--- src/hw/stringReaderPkg.sv ---
package stringReaderPkg;

	typedef logic [511:0] lineData_t;   // one cache line
	typedef logic [57:0]  lineAddr_t;   // byte base or line index
	typedef logic [31:0]  heapOffset_t; // byte offset into the heap
	typedef logic [31:0]  strCount_t;
	typedef logic [3:0]   wordIdx_t;    // 32-bit word within a line
	typedef logic [15:0]  lineCount_t;

	localparam int LINE_BYTES       = 64;
	localparam int OFFSETS_PER_LINE = 16;

	// tag 0 is an offset line, tag 1 a heap line
	typedef struct packed {
		lineAddr_t addr;
		logic      tag;
	} memReq_t;

	typedef struct packed {
		lineData_t data;
		logic      tag;
	} memResp_t;

	// per string, consumed by the aligner
	typedef struct packed {
		wordIdx_t   startWord;
		lineCount_t beats;     // lines spanned by the string
		logic       first;     // next line only fills the window
	} stringMeta_t;

	typedef struct packed {
		lineData_t data;
		logic      last;
	} outBeat_t;

	typedef enum logic [2:0] {
		IDLE, READ_OFFSETS, WAIT_OFFSETS, LOAD_LINE, STRING_HEAD, STRING_BODY, FINISHED
	} seqState_t;

endpackage

--- src/hw/requestSequencer.sv ---
`timescale 1ns/1ps

module requestSequencer (
	input  logic                         clk,
	input  logic                         rst,
	input  logic                         go,
	input  stringReaderPkg::lineAddr_t   baseAddr,
	input  stringReaderPkg::lineAddr_t   heapAddr,
	input  stringReaderPkg::strCount_t   batCount,
	output logic                         memReqValid,
	input  logic                         memReqReady,
	output stringReaderPkg::memReq_t     memReq,
	input  logic                         offsetsLoaded,
	input  stringReaderPkg::lineData_t   offsetLine,
	input  logic                         offsetEmpty,
	output logic                         offsetPop,
	output logic                         metaPush,
	output stringReaderPkg::stringMeta_t meta,
	input  logic                         metaAlmostFull,
	input  logic                         outAlmostFull,
	output stringReaderPkg::lineCount_t  lineTotal,
	output logic                         start
);
	import stringReaderPkg::*;

	seqState_t   state;
	lineAddr_t   heapLine;  // heap base as line index
	strCount_t   strTotal;
	strCount_t   strIdx;
	lineCount_t  reqCount;  // offset lines requested
	lineCount_t  reqLeft;   // heap lines still to request for this string
	lineData_t   curLine;   // offsets of the current line
	wordIdx_t    word;      // offset i mod 16
	wordIdx_t    nextWord;
	heapOffset_t startOff;
	heapOffset_t endOff;
	heapOffset_t lastOff;
	lineCount_t  spanLines;
	logic        stall;
	logic        reqTaken;

	assign stall    = metaAlmostFull || outAlmostFull;
	assign reqTaken = memReqValid && memReqReady;
	assign start    = go && (state == IDLE || state == FINISHED);

	// pop on line change, and drain the unused tail line at the end
	assign offsetPop = (state == LOAD_LINE || state == FINISHED) && !offsetEmpty;

	// end of string i is offset i+1, found in the fifo head at word 15
	assign nextWord = word + 1'b1;
	assign startOff = curLine[32*word +: 32];
	assign endOff   = (word == 4'd15) ? offsetLine[31:0] : curLine[32*nextWord +: 32];
	assign lastOff  = (endOff > startOff) ? endOff - 1'b1 : startOff; // empty string -> 1 line
	assign spanLines = lineCount_t'((lastOff >> 6) - (startOff >> 6) + 1'b1);

	always_ff @(posedge clk) begin
		if (rst) begin
			state       <= IDLE;
			memReqValid <= 1'b0;
			metaPush    <= 1'b0;
			lineTotal   <= '0;
			reqCount    <= '0;
			reqLeft     <= '0;
			strIdx      <= '0;
			word        <= '0;
		end else begin
			metaPush <= 1'b0;
			case (state)
				IDLE, FINISHED: begin
					if (go) begin
						heapLine  <= lineAddr_t'(heapAddr >> 6);
						strTotal  <= batCount;
						// batCount+1 offsets, whole lines
						lineTotal <= lineCount_t'((batCount + strCount_t'(OFFSETS_PER_LINE))
							/ OFFSETS_PER_LINE);
						memReq.addr <= lineAddr_t'(baseAddr >> 6);
						memReq.tag  <= 1'b0;
						memReqValid <= 1'b1;
						reqCount    <= '0;
						strIdx      <= '0;
						word        <= '0;
						state       <= READ_OFFSETS;
					end
				end
				READ_OFFSETS: begin
					if (reqTaken) begin
						reqCount    <= reqCount + 1'b1;
						memReq.addr <= memReq.addr + 1'b1;
						if (reqCount + 16'd1 == lineTotal) begin
							memReqValid <= 1'b0;
							state       <= WAIT_OFFSETS;
						end
					end
				end
				WAIT_OFFSETS: begin
					if (offsetsLoaded)
						state <= (strTotal == '0) ? FINISHED : LOAD_LINE;
				end
				LOAD_LINE: begin
					if (!offsetEmpty) begin
						curLine <= offsetLine;
						state   <= STRING_HEAD;
					end
				end
				STRING_HEAD: begin
					if (!stall) begin
						meta.startWord <= startOff[5:2];  // 4-byte granularity
						meta.beats     <= spanLines;
						meta.first     <= 1'b1;
						metaPush       <= 1'b1;
						memReq.addr    <= heapLine + lineAddr_t'(startOff >> 6);
						memReq.tag     <= 1'b1;
						memReqValid    <= 1'b1;
						reqLeft        <= spanLines;      // plus the line after the last
						state          <= STRING_BODY;
					end
				end
				STRING_BODY: begin
					if (reqTaken) begin
						if (reqLeft == '0) begin
							memReqValid <= 1'b0;
							strIdx      <= strIdx + 1'b1;
							word        <= nextWord;
							if (strIdx + 32'd1 == strTotal)
								state <= FINISHED;
							else if (word == 4'd15)
								state <= LOAD_LINE;    // next offset line
							else
								state <= STRING_HEAD;
						end else begin
							memReq.addr <= memReq.addr + 1'b1;
							reqLeft     <= reqLeft - 1'b1;
							memReqValid <= !stall; // pause between lines
						end
					end else if (!memReqValid && !stall) begin
						memReqValid <= 1'b1;
					end
				end
				default: state <= IDLE;
			endcase
		end
	end

endmodule

--- config.mk ---
export PLATFORM = sky130hd
export DESIGN_NAME = requestSequencer
export DESIGN_NICKNAME = d
export VERILOG_FILES = /design/src/hw/stringReaderPkg.sv /design/src/hw/requestSequencer.sv
export SDC_FILE = /design/constraint.sdc
export NUM_CORES = 1
export LEC_CHECK = 0
export BUFFER_PORTS_ARGS = -buffer_cell sky130_fd_sc_hd__buf_2
export CAP_MARGIN = 10
export CORE_AREA = 2 2 296 298
export CTS_CLUSTER_DIAMETER = 40
export CTS_CLUSTER_SIZE = 12
export DETAILED_ROUTE_END_ITERATION = 8
export DIE_AREA = 0 0 298 300
export HOLD_SLACK_MARGIN = 0.06
export PLACE_DENSITY = 0.66
export SLEW_MARGIN = 30
export SYNTH_ARGS = -nofsm -noshare
export SYNTH_HDL_FRONTEND = slang
export SYNTH_SLANG_ARGS = --single-unit
--- constraint.sdc ---
create_clock -name clk -period 44.5 [get_ports clk]
set_input_delay 4.45 -clock clk [delete_from_list [all_inputs] [get_ports clk]]
set_output_delay 4.45 -clock clk [all_outputs]
set_load 0.01 [all_outputs]
==> results_dict.tcl <==
set metrics [dict create \
    area_growth_pct 22.7 \
    final_common_cell "buf_2" \
    antenna_found_initial 67 \
    clock.fmax_ghz 0.0986 \
    r2r_cells 29 \
    core_area_um2 86200 \
    ys.flop_type "edfxtp_1" \
    cts_resized 0 \
    htree_levels 3 \
    power_leakage_nw 17.8 \
    postCtsHoldBufs 0 \
    finalClockSkew_ns 0.0307 \
    cts_buffers 116 \
    synth_top_area_cell "edfxtp_1" \
    crit_path_max_fanout 25 \
    p_sw_mw 0.573 \
    holdPathEnd "reqLeft[13]$_SDFFE_PP0P_" \
    die_h_um 300 \
    routed_wl_um 127000 \
    ant_nets 0 \
    placed_cells 4753 \
    pwr-share-comb 0.142 \
    grt_usage 0.279 \
    grt_use_met3 0.0634 \
    hp-start "reqLeft[13]$_SDFFE_PP0P_" \
    cts_root_buf "clkbuf_16" \
    dpl.hpwl_um 92600 \
    cp.arrival_ns 10.69 \
    final-hold-violation-count 0 \
    routedWlPerCell_um 25.2 \
    synth_seq_cells 764 \
    yosysSeqAreaShare 0.549 \
    nNetsFinal 4482 \
    p_per_area_nw_per_um2 42.8 \
    netlist_area_um2 40200 \
    outcome "complete, no violations" \
    pwr-share-seq 0.423 \
    gp_congestion 0.921 \
    io_pins 768 \
    ys_types 82 \
    stdcell_count 5031 \
    cts_setup_buffers 0 \
    drive_gt1_frac 0.347 \
    r2r_end "reqLeft[15]$_SDFFE_PP0P_" \
    clock_latency_ns 0.70 \
    fillCellCount 7050 \
    finalPower_mw 2.11 \
    grt_pass1_vias 28800 \
    globalRouteMet1Util 0.356 \
    yosys.area.top_type_share 0.505 \
    period_minus_slack_ns 10.14 \
    start_util 0.466 \
    vias 29600 \
    clockPowerShare 0.435 \
    clockBufferDepth 3 \
    ys_warn_count 0 \
    min_path_type "register to register" \
    drt-pass1-iter-count 5 \
    io_buffers 754 \
    critPathKind "input port to register" \
    report.final.slew_viol_count 0 \
    timing.rr.start "word[0]$_SDFFE_PP0P_" \
    max_cap_viol_count 0 \
    cp-start-kind "input port" \
    netSwitchingFraction 0.272 \
    grt_pass1_wl_um 185000 \
    avgSynthCellArea_um2 13.5 \
    critPathMaxStageDelay_ns 0.67 \
    cts.clk_slew.worst_paths_ns 0.05 \
    whs_path_depth 2 \
    die_w_um 298 \
    cp-end-kind "register" \
    drt_iter0_drc 2510 \
    tightest_slew_ns 1.05 \
    crit_top_cell "a21oi_1" \
    clock_sinks 764 \
    peakVddDrop_mv 0.0334 \
    via_per_inst 5.88 \
    ys_top_cells_by_area "edfxtp_1 50%, mux4_2 16%, dfxtp_1 4.4%" \
    num_rows 108 \
    synth_edf_count 675 \
    async_reset_ff_frac 0 \
    grt_busiest_layer "met2" \
    grt_max_degree 191 \
    period_share 0.228 \
    slew-limit-headroom 0.300 \
    drc_errors 0 \
    final_cell_mix "754 x buf_2, 675 x edfxtp_1, 288 x mux4_2" \
    tns_ns 0 \
    syn_nets 3736 \
    cts_tree "done" \
    critPathRequiredTime_ns 45.05 \
    p_int_mw 1.54 \
    postSynthCellCount 2973 \
    met2_usage 0.460 \
    rsz0062_at_grt "no" \
    slowest_stage "o311ai_1" \
    setup_violations 0 \
    grt_overflow 0 \
    die_area_um2 89400 \
    reg2reg_setup_slack_ns 35.36 \
]
## cells in the mapped netlist, drive strengths merged (5+ instances only)
| cell type | n |
|---|---|
| edfxtp | 675 |
| mux4 | 288 |
| nand2 | 255 |
| nor2 | 185 |
| a21oi | 153 |
| o21ai | 151 |
| xnor2 | 127 |
| clkbuf | 110 |
| nand3 | 107 |
| ha | 93 |
| dfxtp | 89 |
| xor2 | 84 |
| inv | 67 |
| buf | 56 |
| and3 | 51 |
| nor3 | 41 |
| a22oi | 38 |
| a21o | 34 |
| nand4 | 34 |
| a211oi | 28 |
| or3 | 27 |
| nor4 | 25 |
| nor2b | 22 |
| mux2i | 21 |
| o211ai | 19 |
| nand2b | 18 |
| a31oi | 17 |
| and2 | 14 |
| and4 | 14 |
| nand3b | 13 |
| o221ai | 10 |
| or2 | 10 |
| a311oi | 8 |
| a21boi | 7 |
| o22ai | 6 |
| o211a | 5 |
| o21a | 5 |
| o21bai | 5 |
| o31ai | 5 |
## layout make-up
cell class / instances / area, um2 / share of cell area
Clock inverter: 85 / 898 / 0.0182
Inverter: 67 / 251 / 0.00510
Multi-Input combinational cell: 1976 / 17200 / 0.350
Sequential cell: 764 / 22100 / 0.448
Tap cell: 1155 / 1450 / 0.0293
Timing Repair Buffer: 794 / 4180 / 0.0849
Antenna cell: 57 / 143 / 0.00289
Clock buffer: 133 / 3060 / 0.0621
## per-layer routing
layer  vias up  part of all wire
met5         -            0.0017
met4        30             0.035
met3       260             0.081
met2      1420              0.49
met1     14600              0.39
li1      13300                 -
## stage by stage
stage	utilization	hold WS [ns]	cell area [um2]	setup WS (ns)
after floorplan	-	0.426	40200	3.33
after global placement	0.523	0.447	45100	33.63
after detailed placement	0.523	0.452	45100	33.68
after CTS	0.569	0.462	49100	34.41
after global routing	0.571	0.476	49300	33.88
final	0.572	0.461	49300	34.36
## cell families (layout without fill, tap and decap cells)
logic type                 after synthesis  after routing  synth area share
AOI/OAI and AO/OA                      523            523            0.0805
xor gates and xnor gates               211            211            0.0464
adders and majority gates               95             95            0.0300
buffers and inverters                  233           1079            0.0253
DFF                                    764            764             0.549
muxes                                  312            312             0.168
other                                    1             58         0.0000934
and+or+nand+nor                        834            834             0.101
## state kept, by name (all words and copies together), names as in the netlist
register     flops
reqCount        16
reqLeft         16
meta            20
memReqValid      1
metaPush         1
word             4
curLine        512
strIdx          32
state            3
lineTotal       16
memReq          59
strTotal        32
heapLine        52
## worst max-delay path: cells and delay by family
| family | cells | cell delay [ns] |
|---|---|---|
| adder cells (fa/ha/maj) | 4 | 1.27 |
| AO/OA/AOI/OAI | 17 | 3.66 |
| buffers and inverters | 2 | 0.13 |
| multiplexers | 1 | 0.14 |
| AND/OR/NAND/NOR | 5 | 1.02 |
## power groups by stage
stage / Sequential (mW) / Combinational [mW] / Clock, mW
floorplan: 0.926 / 0.174 / 0
global placement: 0.904 / 0.292 / 0
detailed placement: 0.906 / 0.296 / 0
CTS: 0.892 / 0.297 / 0.931
global route: 0.898 / 0.327 / 0.964
finish: 0.893 / 0.299 / 0.917
## how the worst max path moves through the flow
stage | startpoint | end | slack, ns | cells past startpoint
2_1_floorplan | offsetEmpty | curLine[0]$_DFFE_PP_ | 3.33 | 2
3_3_place_gp | offsetLine[2] | reqLeft[15]$_SDFFE_PP0P_ | 33.63 | 29
3_5_place_dp | offsetLine[2] | reqLeft[15]$_SDFFE_PP0P_ | 33.68 | 29
4_1_cts | offsetLine[2] | reqLeft[15]$_SDFFE_PP0P_ | 34.41 | 29
5_1_grt | offsetLine[2] | reqLeft[15]$_SDFFE_PP0P_ | 33.88 | 29
6_report | offsetLine[2] | reqLeft[15]$_SDFFE_PP0P_ | 34.36 | 29
Note: power is estimated with default switching activity, not from simulation.
