<file path="config.mk">
export PLATFORM = sky130hd
export DESIGN_NAME = wordAligner
export DESIGN_NICKNAME = d
export VERILOG_FILES = /design/src/hw/stringReaderPkg.sv /design/src/hw/lineFifo.sv /design/src/hw/wordAligner.sv
export SDC_FILE = /design/constraint.sdc
export NUM_CORES = 2
export LEC_CHECK = 0
export BUFFER_PORTS_ARGS = -buffer_cell sky130_fd_sc_hd__buf_4
export CAP_MARGIN = 40
export CORE_MARGIN = 3
export CORE_UTILIZATION = 45
export CTS_BUF_LIST = sky130_fd_sc_hd__clkbuf_4
export CTS_CLUSTER_DIAMETER = 150
export DETAILED_ROUTE_END_ITERATION = 10
export PLACE_DENSITY_LB_ADDON = 0.2
export SYNTH_ARGS = -nofsm -noshare
export SYNTH_HDL_FRONTEND = slang
export SYNTH_HIERARCHICAL = 1
export SYNTH_SLANG_ARGS = --single-unit
</file>
<file path="constraint.sdc">
create_clock -name clk -period 32.6 [get_ports clk]
set_clock_uncertainty 0.05 [all_clocks]
set_input_delay 1.63 -clock clk [delete_from_list [all_inputs] [get_ports clk]]
set_output_delay 1.63 -clock clk [all_outputs]
set_load 0.1 [all_outputs]
</file>
<file path="src/hw/stringReaderPkg.sv">
package stringReaderPkg;

	typedef logic [511:0] lineData_t;   // one cache line
	typedef logic [57:0]  lineAddr_t;   // byte base or line index
	typedef logic [31:0]  heapOffset_t; // byte offset into the heap
	typedef logic [31:0]  strCount_t;
	typedef logic [3:0]   wordIdx_t;    // 32-bit word within a line
	typedef logic [15:0]  lineCount_t;

	localparam int LINE_BYTES       = 64;
	localparam int OFFSETS_PER_LINE = 16;

	// tag 0 is an offset line, tag 1 a heap line
	typedef struct packed {
		lineAddr_t addr;
		logic      tag;
	} memReq_t;

	typedef struct packed {
		lineData_t data;
		logic      tag;
	} memResp_t;

	// per string, consumed by the aligner
	typedef struct packed {
		wordIdx_t   startWord;
		lineCount_t beats;     // lines spanned by the string
		logic       first;     // next line only fills the window
	} stringMeta_t;

	typedef struct packed {
		lineData_t data;
		logic      last;
	} outBeat_t;

	typedef enum logic [2:0] {
		IDLE, READ_OFFSETS, WAIT_OFFSETS, LOAD_LINE, STRING_HEAD, STRING_BODY, FINISHED
	} seqState_t;

endpackage

</file>
<file path="src/hw/lineFifo.sv">
`timescale 1ns/1ps

module lineFifo #(
	parameter int Width            = 512,
	parameter int DepthLog         = 5,
	parameter int AlmostFullMargin = 4
) (
	input  logic             clk,
	input  logic             rst,
	input  logic             push,
	input  logic [Width-1:0] pushData,
	input  logic             pop,
	output logic [Width-1:0] popData,
	output logic             empty,
	output logic             almostFull
);

	localparam int Depth = 1 << DepthLog;
	localparam logic [DepthLog:0] FullLevel = (DepthLog + 1)'(Depth - AlmostFullMargin);

	logic [Width-1:0]    mem [Depth];
	logic [DepthLog-1:0] wrPtr;
	logic [DepthLog-1:0] rdPtr;
	logic [DepthLog:0]   count;  // one bit wider than the pointers
	logic                doPush;
	logic                doPop;

	assign doPush = push && (count != (DepthLog + 1)'(Depth)); // drop on full
	assign doPop  = pop && !empty;

	assign empty      = (count == '0);
	assign almostFull = (count >= FullLevel);
	assign popData    = mem[rdPtr]; // show-ahead head

	always_ff @(posedge clk) begin
		if (doPush)
			mem[wrPtr] <= pushData;
	end

	always_ff @(posedge clk) begin
		if (rst) begin
			wrPtr <= '0;
			rdPtr <= '0;
			count <= '0;
		end else begin
			if (doPush)
				wrPtr <= wrPtr + 1'b1;
			if (doPop)
				rdPtr <= rdPtr + 1'b1;
			// simultaneous push and pop leaves count unchanged
			if (doPush && !doPop)
				count <= count + 1'b1;
			else if (doPop && !doPush)
				count <= count - 1'b1;
		end
	end

endmodule

</file>
<file path="src/hw/wordAligner.sv">
`timescale 1ns/1ps

module wordAligner #(
	parameter int MetaDepthLog     = 5,
	parameter int AlmostFullMargin = 4
) (
	input  logic                         clk,
	input  logic                         rst,
	input  logic                         respValid,
	input  stringReaderPkg::memResp_t    resp,
	input  logic                         metaPush,
	input  stringReaderPkg::stringMeta_t meta,
	output logic                         metaAlmostFull,
	output logic                         beatValid,
	output stringReaderPkg::outBeat_t    beat
);
	import stringReaderPkg::*;

	localparam int WinBits = 2 * $bits(lineData_t);

	stringMeta_t         metaHead;
	stringMeta_t         curMeta;   // beats counts down the remaining beats
	stringMeta_t         src;
	logic                metaEmpty;
	logic                metaPop;
	logic                haveMeta;
	logic                heapResp;
	lineData_t           prevLine;
	logic                winValid;  // stage 1
	logic                winLast;
	wordIdx_t            winShift;
	logic [WinBits-1:0]  window;    // next line above previous line
	logic [WinBits-1:0]  shifted;

	assign heapResp = respValid && resp.tag;
	assign src      = haveMeta ? curMeta : metaHead;
	assign metaPop  = heapResp && !haveMeta && !metaEmpty; // one pop per string
	assign shifted  = window >> {winShift, 5'd0};

	lineFifo #(
		.Width           ($bits(stringMeta_t)),
		.DepthLog        (MetaDepthLog),
		.AlmostFullMargin(AlmostFullMargin)
	) metaFifo (
		.clk       (clk),
		.rst       (rst),
		.push      (metaPush),
		.pushData  (meta),
		.pop       (metaPop),
		.popData   (metaHead),
		.empty     (metaEmpty),
		.almostFull(metaAlmostFull)
	);

	always_ff @(posedge clk) begin
		if (rst) begin
			haveMeta  <= 1'b0;
			winValid  <= 1'b0;
			beatValid <= 1'b0;
		end else begin
			winValid  <= heapResp && !src.first; // first line only fills
			beatValid <= winValid;
			if (heapResp) begin
				if (src.first)
					haveMeta <= 1'b1;
				else if (src.beats == 16'd1)
					haveMeta <= 1'b0; // string done
			end
		end
	end

	always_ff @(posedge clk) begin
		if (heapResp) begin
			prevLine          <= resp.data;
			window            <= {resp.data, prevLine};
			winShift          <= src.startWord;
			winLast           <= (src.beats == 16'd1) && !src.first;
			curMeta.startWord <= src.startWord;
			curMeta.beats     <= src.first ? src.beats : src.beats - 1'b1;
			curMeta.first     <= 1'b0;
		end
		beat.data <= shifted[$bits(lineData_t)-1:0];
		beat.last <= winLast;
	end

endmodule

</file>
==> summary.txt <==
Critical path
  • Worst setup path start: winShift[0]
  • Crit path DAT: 6720 ps
  • Crit Reg-Reg Endpoint: beat[344]
  • Worst r2r path cells: 10
  • Worst reg-to-reg setup slack: 26970 ps
  • Worst-path fanout max: 118
  • Startpoint type of the worst setup path: register
  • R2r startpoint: winShift[0]
  • Required time of the worst setup path: 33680 ps
  • Worst setup path endpoint: beat[344]
  • Crit Path Category: register to register
  • Sort of element at the end of the critical path: register

Synthesis
  • Total nets after synthesis: 6229
  • Post-synth top area cell: sky130_fd_sc_hd__edfxtp_1
  • Sequential area share after synthesis: 0.604
  • EDFF count, synth: 1717
  • Combined area of all synthesized cells: 103000 um^2
  • Commonest cells in the netlist: 1717 x sky130_fd_sc_hd__edfxtp_1, 1117 x sky130_fd_sc_hd__mux4_2, 624 x sky130_fd_sc_hd__mux2i_1
  • Top FF cell, synth: sky130_fd_sc_hd__edfxtp_1
  • Largest cells by area after synthesis: sky130_fd_sc_hd__edfxtp_1 50%, sky130_fd_sc_hd__mux4_2 24%, sky130_fd_sc_hd__dfxtp_1 10%, sky130_fd_sc_hd__mux2i_1 6.1%, sky130_fd_sc_hd__mux2_2 1.8%
  • Multiplexer share of the synthesized area: 0.322
  • Count of cell types in the netlist: 56
  • Synth Area per Inst: 18.2 um^2
  • Share of flip-flops with an asynchronous set or reset after synthesis: 0
  • Cells after Synth: 5677
  • Parity-gate share of the synthesized area counting xor and xnor cells: 0.00204
  • Post-synth top area share: 0.500
  • Area fraction in compound gates after synthesis: 0.0277
  • Number of flip-flops and latches in the synthesized netlist: 2254
  • Most common cell in the netlist: sky130_fd_sc_hd__edfxtp_1
  • Number of warnings reported in the yosys synthesis log: 6
  • Dominant combinational cell family by area after synthesis: multiplexers
  • Simple logic cell fraction of the synthesized area: 0.0223
  • Post-Synth Adder-Cell Area: 0.00177

Routing
  • Remaining antenna violation count after routing: 0
  • Residual DRC count: 0
  • Vias: 63000
  • Initial DRT Pass Iterations: 5
  • Via-to-Cell Ratio: 5.99
  • Starting DRT DRC Count: 6310
  • Detail-routed net length per standard cell: 28.8 um
  • Final wirelength: 303000 um

Clocking
  • Clk buf depth: 4
  • H-tree levels: 6
  • Worst skew pair latency: 1350 ps
  • Setup Fix Bufs, Post-CTS: 0
  • Root buffer selected by CTS: sky130_fd_sc_hd__clkbuf_4
  • PostCTS Resize Cnt: 0
  • Cts bufs inserted: 609
  • Clock-pin transition on the worst setup and hold timing paths: 70 ps
  • Number of buffers inserted for hold repair after clock tree synthesis: 0
  • CTS tree: done
  • Clock sink count: 2254

Timing
  • Final worst-path cycle share: 0.173
  • Setup tns final: 0 ps
  • Unrepaired setup endpoints after global routing: no
  • Maximum frequency from static timing analysis: 177 MHz
  • Actual slew at the worst max-slew pin: 1020 ps
  • Pins over their slew limit: 0
  • Worst slew slack as a fraction of its limit: 0.321
  • Setup Viol. Count Final: 0
  • Crit path time final: 5630 ps
  • Final Hold Fails: 0

Pwr
  • Worst IR drop on VDD: 0.0823 mV
  • Leakage power of the design: 43.5 nW
  • Areal power density over the cells: 76.8 nW/um^2

Outcome
  • Status: finished, final reports clean

GRT
  • Largest net degree at the start of global routing: 163
  • Number of global-route vias before repair: 63200
  • Leftover overflow at the end of global routing: 0
  • Number of antenna violations at the first check in global routing: 71
  • GR Util All Layers: 0.254
  • Global-route wire length before repair: 441000 um

Worst hold path
  • Type of the worst min-delay path: register to register

Floorplan
  • Ports: 1053
  • Die outline height: 485 um
  • Number of core rows: 175
  • Floorplan core area: 228000 um^2
  • Width of the chip: 485 um
  • Starting Density: 0.453
  • Die Outline Area: 235000 um^2

Final layout
  • Final net count: 7565
  • Final Non-Filler Cells: 10500
  • Area growth from synthesis to layout: 19.1%
  • Layout cell share with drive strength beyond 1: 0.465

Place
  • Routability congestion estimate from global placement: 0.927
  • Count of placed standard cells including taps: 9411
  • Number of I/O port buffers: 1052
  • Placed wire-length estimate after detailed placement: 215000 um

Job
  • Max-Cap Viols: 0
[worst max-delay path, cell delays in order, from the launching register on]
cell and delay (ps):
sky130_fd_sc_hd__edfxtp_1 720, sky130_fd_sc_hd__buf_4 540, sky130_fd_sc_hd__buf_12 270, sky130_fd_sc_hd__buf_4 280, sky130_fd_sc_hd__buf_16 310, sky130_fd_sc_hd__buf_12 590
sky130_fd_sc_hd__buf_4 520, sky130_fd_sc_hd__buf_4 510, sky130_fd_sc_hd__buf_12 300, sky130_fd_sc_hd__mux4_2 570, sky130_fd_sc_hd__mux4_2 460
[logic make-up (layout without fill, tap and decap cells)]
group / after synthesis / count (layout)
other cells: 0 / 49
compound gates: 488 / 488
fa+ha+maj: 14 / 14
buf+inv: 464 / 2253
simple gates: 531 / 531
flops: 2254 / 2254
xor+xnor: 24 / 24
mux: 1902 / 1902
[layout make-up]
class | instances | area, um^2
Antenna cell | 49 | 123
Timing Repair Buffer | 1177 | 9780
Fill cell | 18300 | 105000
Inverter | 12 | 52.6
Clock inverter | 146 | 980
Clock buffer | 918 | 6890
Sequential cell | 2254 | 62300
Tap cell | 3009 | 3760
Multi-Input combinational cell | 2959 | 39000
[per-stage QoR]
step           setup WS [ps]  hold slack (ps)  area [um^2]   util  power (mW)
2_1_floorplan           9440              273       103000      -        6.11
3_3_place_gp           26040              351       114000  0.500        6.90
3_5_place_dp           26840              355       115000  0.505        6.93
4_1_cts                26830              175       123000  0.539        9.53
5_1_grt                26340              183       123000  0.540        9.82
6_report               26970              356       123000  0.540        9.44
[flip-flops by register name, summed over array words and instances (netlist names), 5 cells and up, named ones only]
register and count:
beat 513, curMeta 16, metaFifo/count 6, metaFifo/mem 672, metaFifo/rdPtr 5, metaFifo/wrPtr 5, prevLine 512, window 512
[report_power, final]
part | internal [mW] | switching, mW | total (mW)
sequential | 3.40 | 0.235 | 3.63
combinational | 0.948 | 2.29 | 3.23
clock | 1.39 | 1.18 | 2.57
[metal layers]
metal	vias to the layer above	routed length, um	GRT usage
li1	26800	-	-
met1	32300	117000	0.333
met2	3251	143000	0.391
met3	616	29000	0.0747
met4	40	13400	0.115
met5	-	265	0
[placed cells by master, fill, tap and decap left out, types with 8 or more instances in the layout]
| master | count |
|---|---|
| sky130_fd_sc_hd__nor2_1 | 195 |
| sky130_fd_sc_hd__nor2_4 | 28 |
| sky130_fd_sc_hd__diode_2 | 49 |
| sky130_fd_sc_hd__mux2_2 | 161 |
| sky130_fd_sc_hd__nand3_1 | 46 |
| sky130_fd_sc_hd__dfxtp_1 | 534 |
| sky130_fd_sc_hd__buf_16 | 34 |
| sky130_fd_sc_hd__a22oi_1 | 127 |
| sky130_fd_sc_hd__xor2_1 | 12 |
| sky130_fd_sc_hd__bufinv_16 | 14 |
| sky130_fd_sc_hd__buf_4 | 1118 |
| sky130_fd_sc_hd__xnor2_1 | 12 |
| sky130_fd_sc_hd__a21oi_1 | 174 |
| sky130_fd_sc_hd__clkbuf_4 | 918 |
| sky130_fd_sc_hd__nand2_1 | 168 |
| sky130_fd_sc_hd__nor2b_1 | 10 |
| sky130_fd_sc_hd__clkinv_2 | 19 |
| sky130_fd_sc_hd__inv_2 | 8 |
| sky130_fd_sc_hd__nor3_1 | 15 |
| sky130_fd_sc_hd__inv_1 | 11 |
| sky130_fd_sc_hd__buf_12 | 22 |
| sky130_fd_sc_hd__edfxtp_1 | 1717 |
| sky130_fd_sc_hd__mux2i_1 | 624 |
| sky130_fd_sc_hd__clkinv_1 | 96 |
| sky130_fd_sc_hd__nand4_1 | 22 |
| sky130_fd_sc_hd__o21ai_0 | 164 |
| sky130_fd_sc_hd__ha_1 | 13 |
| sky130_fd_sc_hd__mux4_2 | 1117 |
| sky130_fd_sc_hd__nor4_1 | 9 |
[worst min path at each step]
stage | startpoint | end | cells after the start
floorplan | winLast | beat[0] | 0
global placement | prevLine[503] | window[503] | 0
detailed placement | prevLine[486] | window[486] | 0
CTS | resp[391] | prevLine[390] | 1
global route | resp[205] | prevLine[204] | 1
finish | prevLine[472] | window[472] | 0
Power figures use the tool's default switching activity.
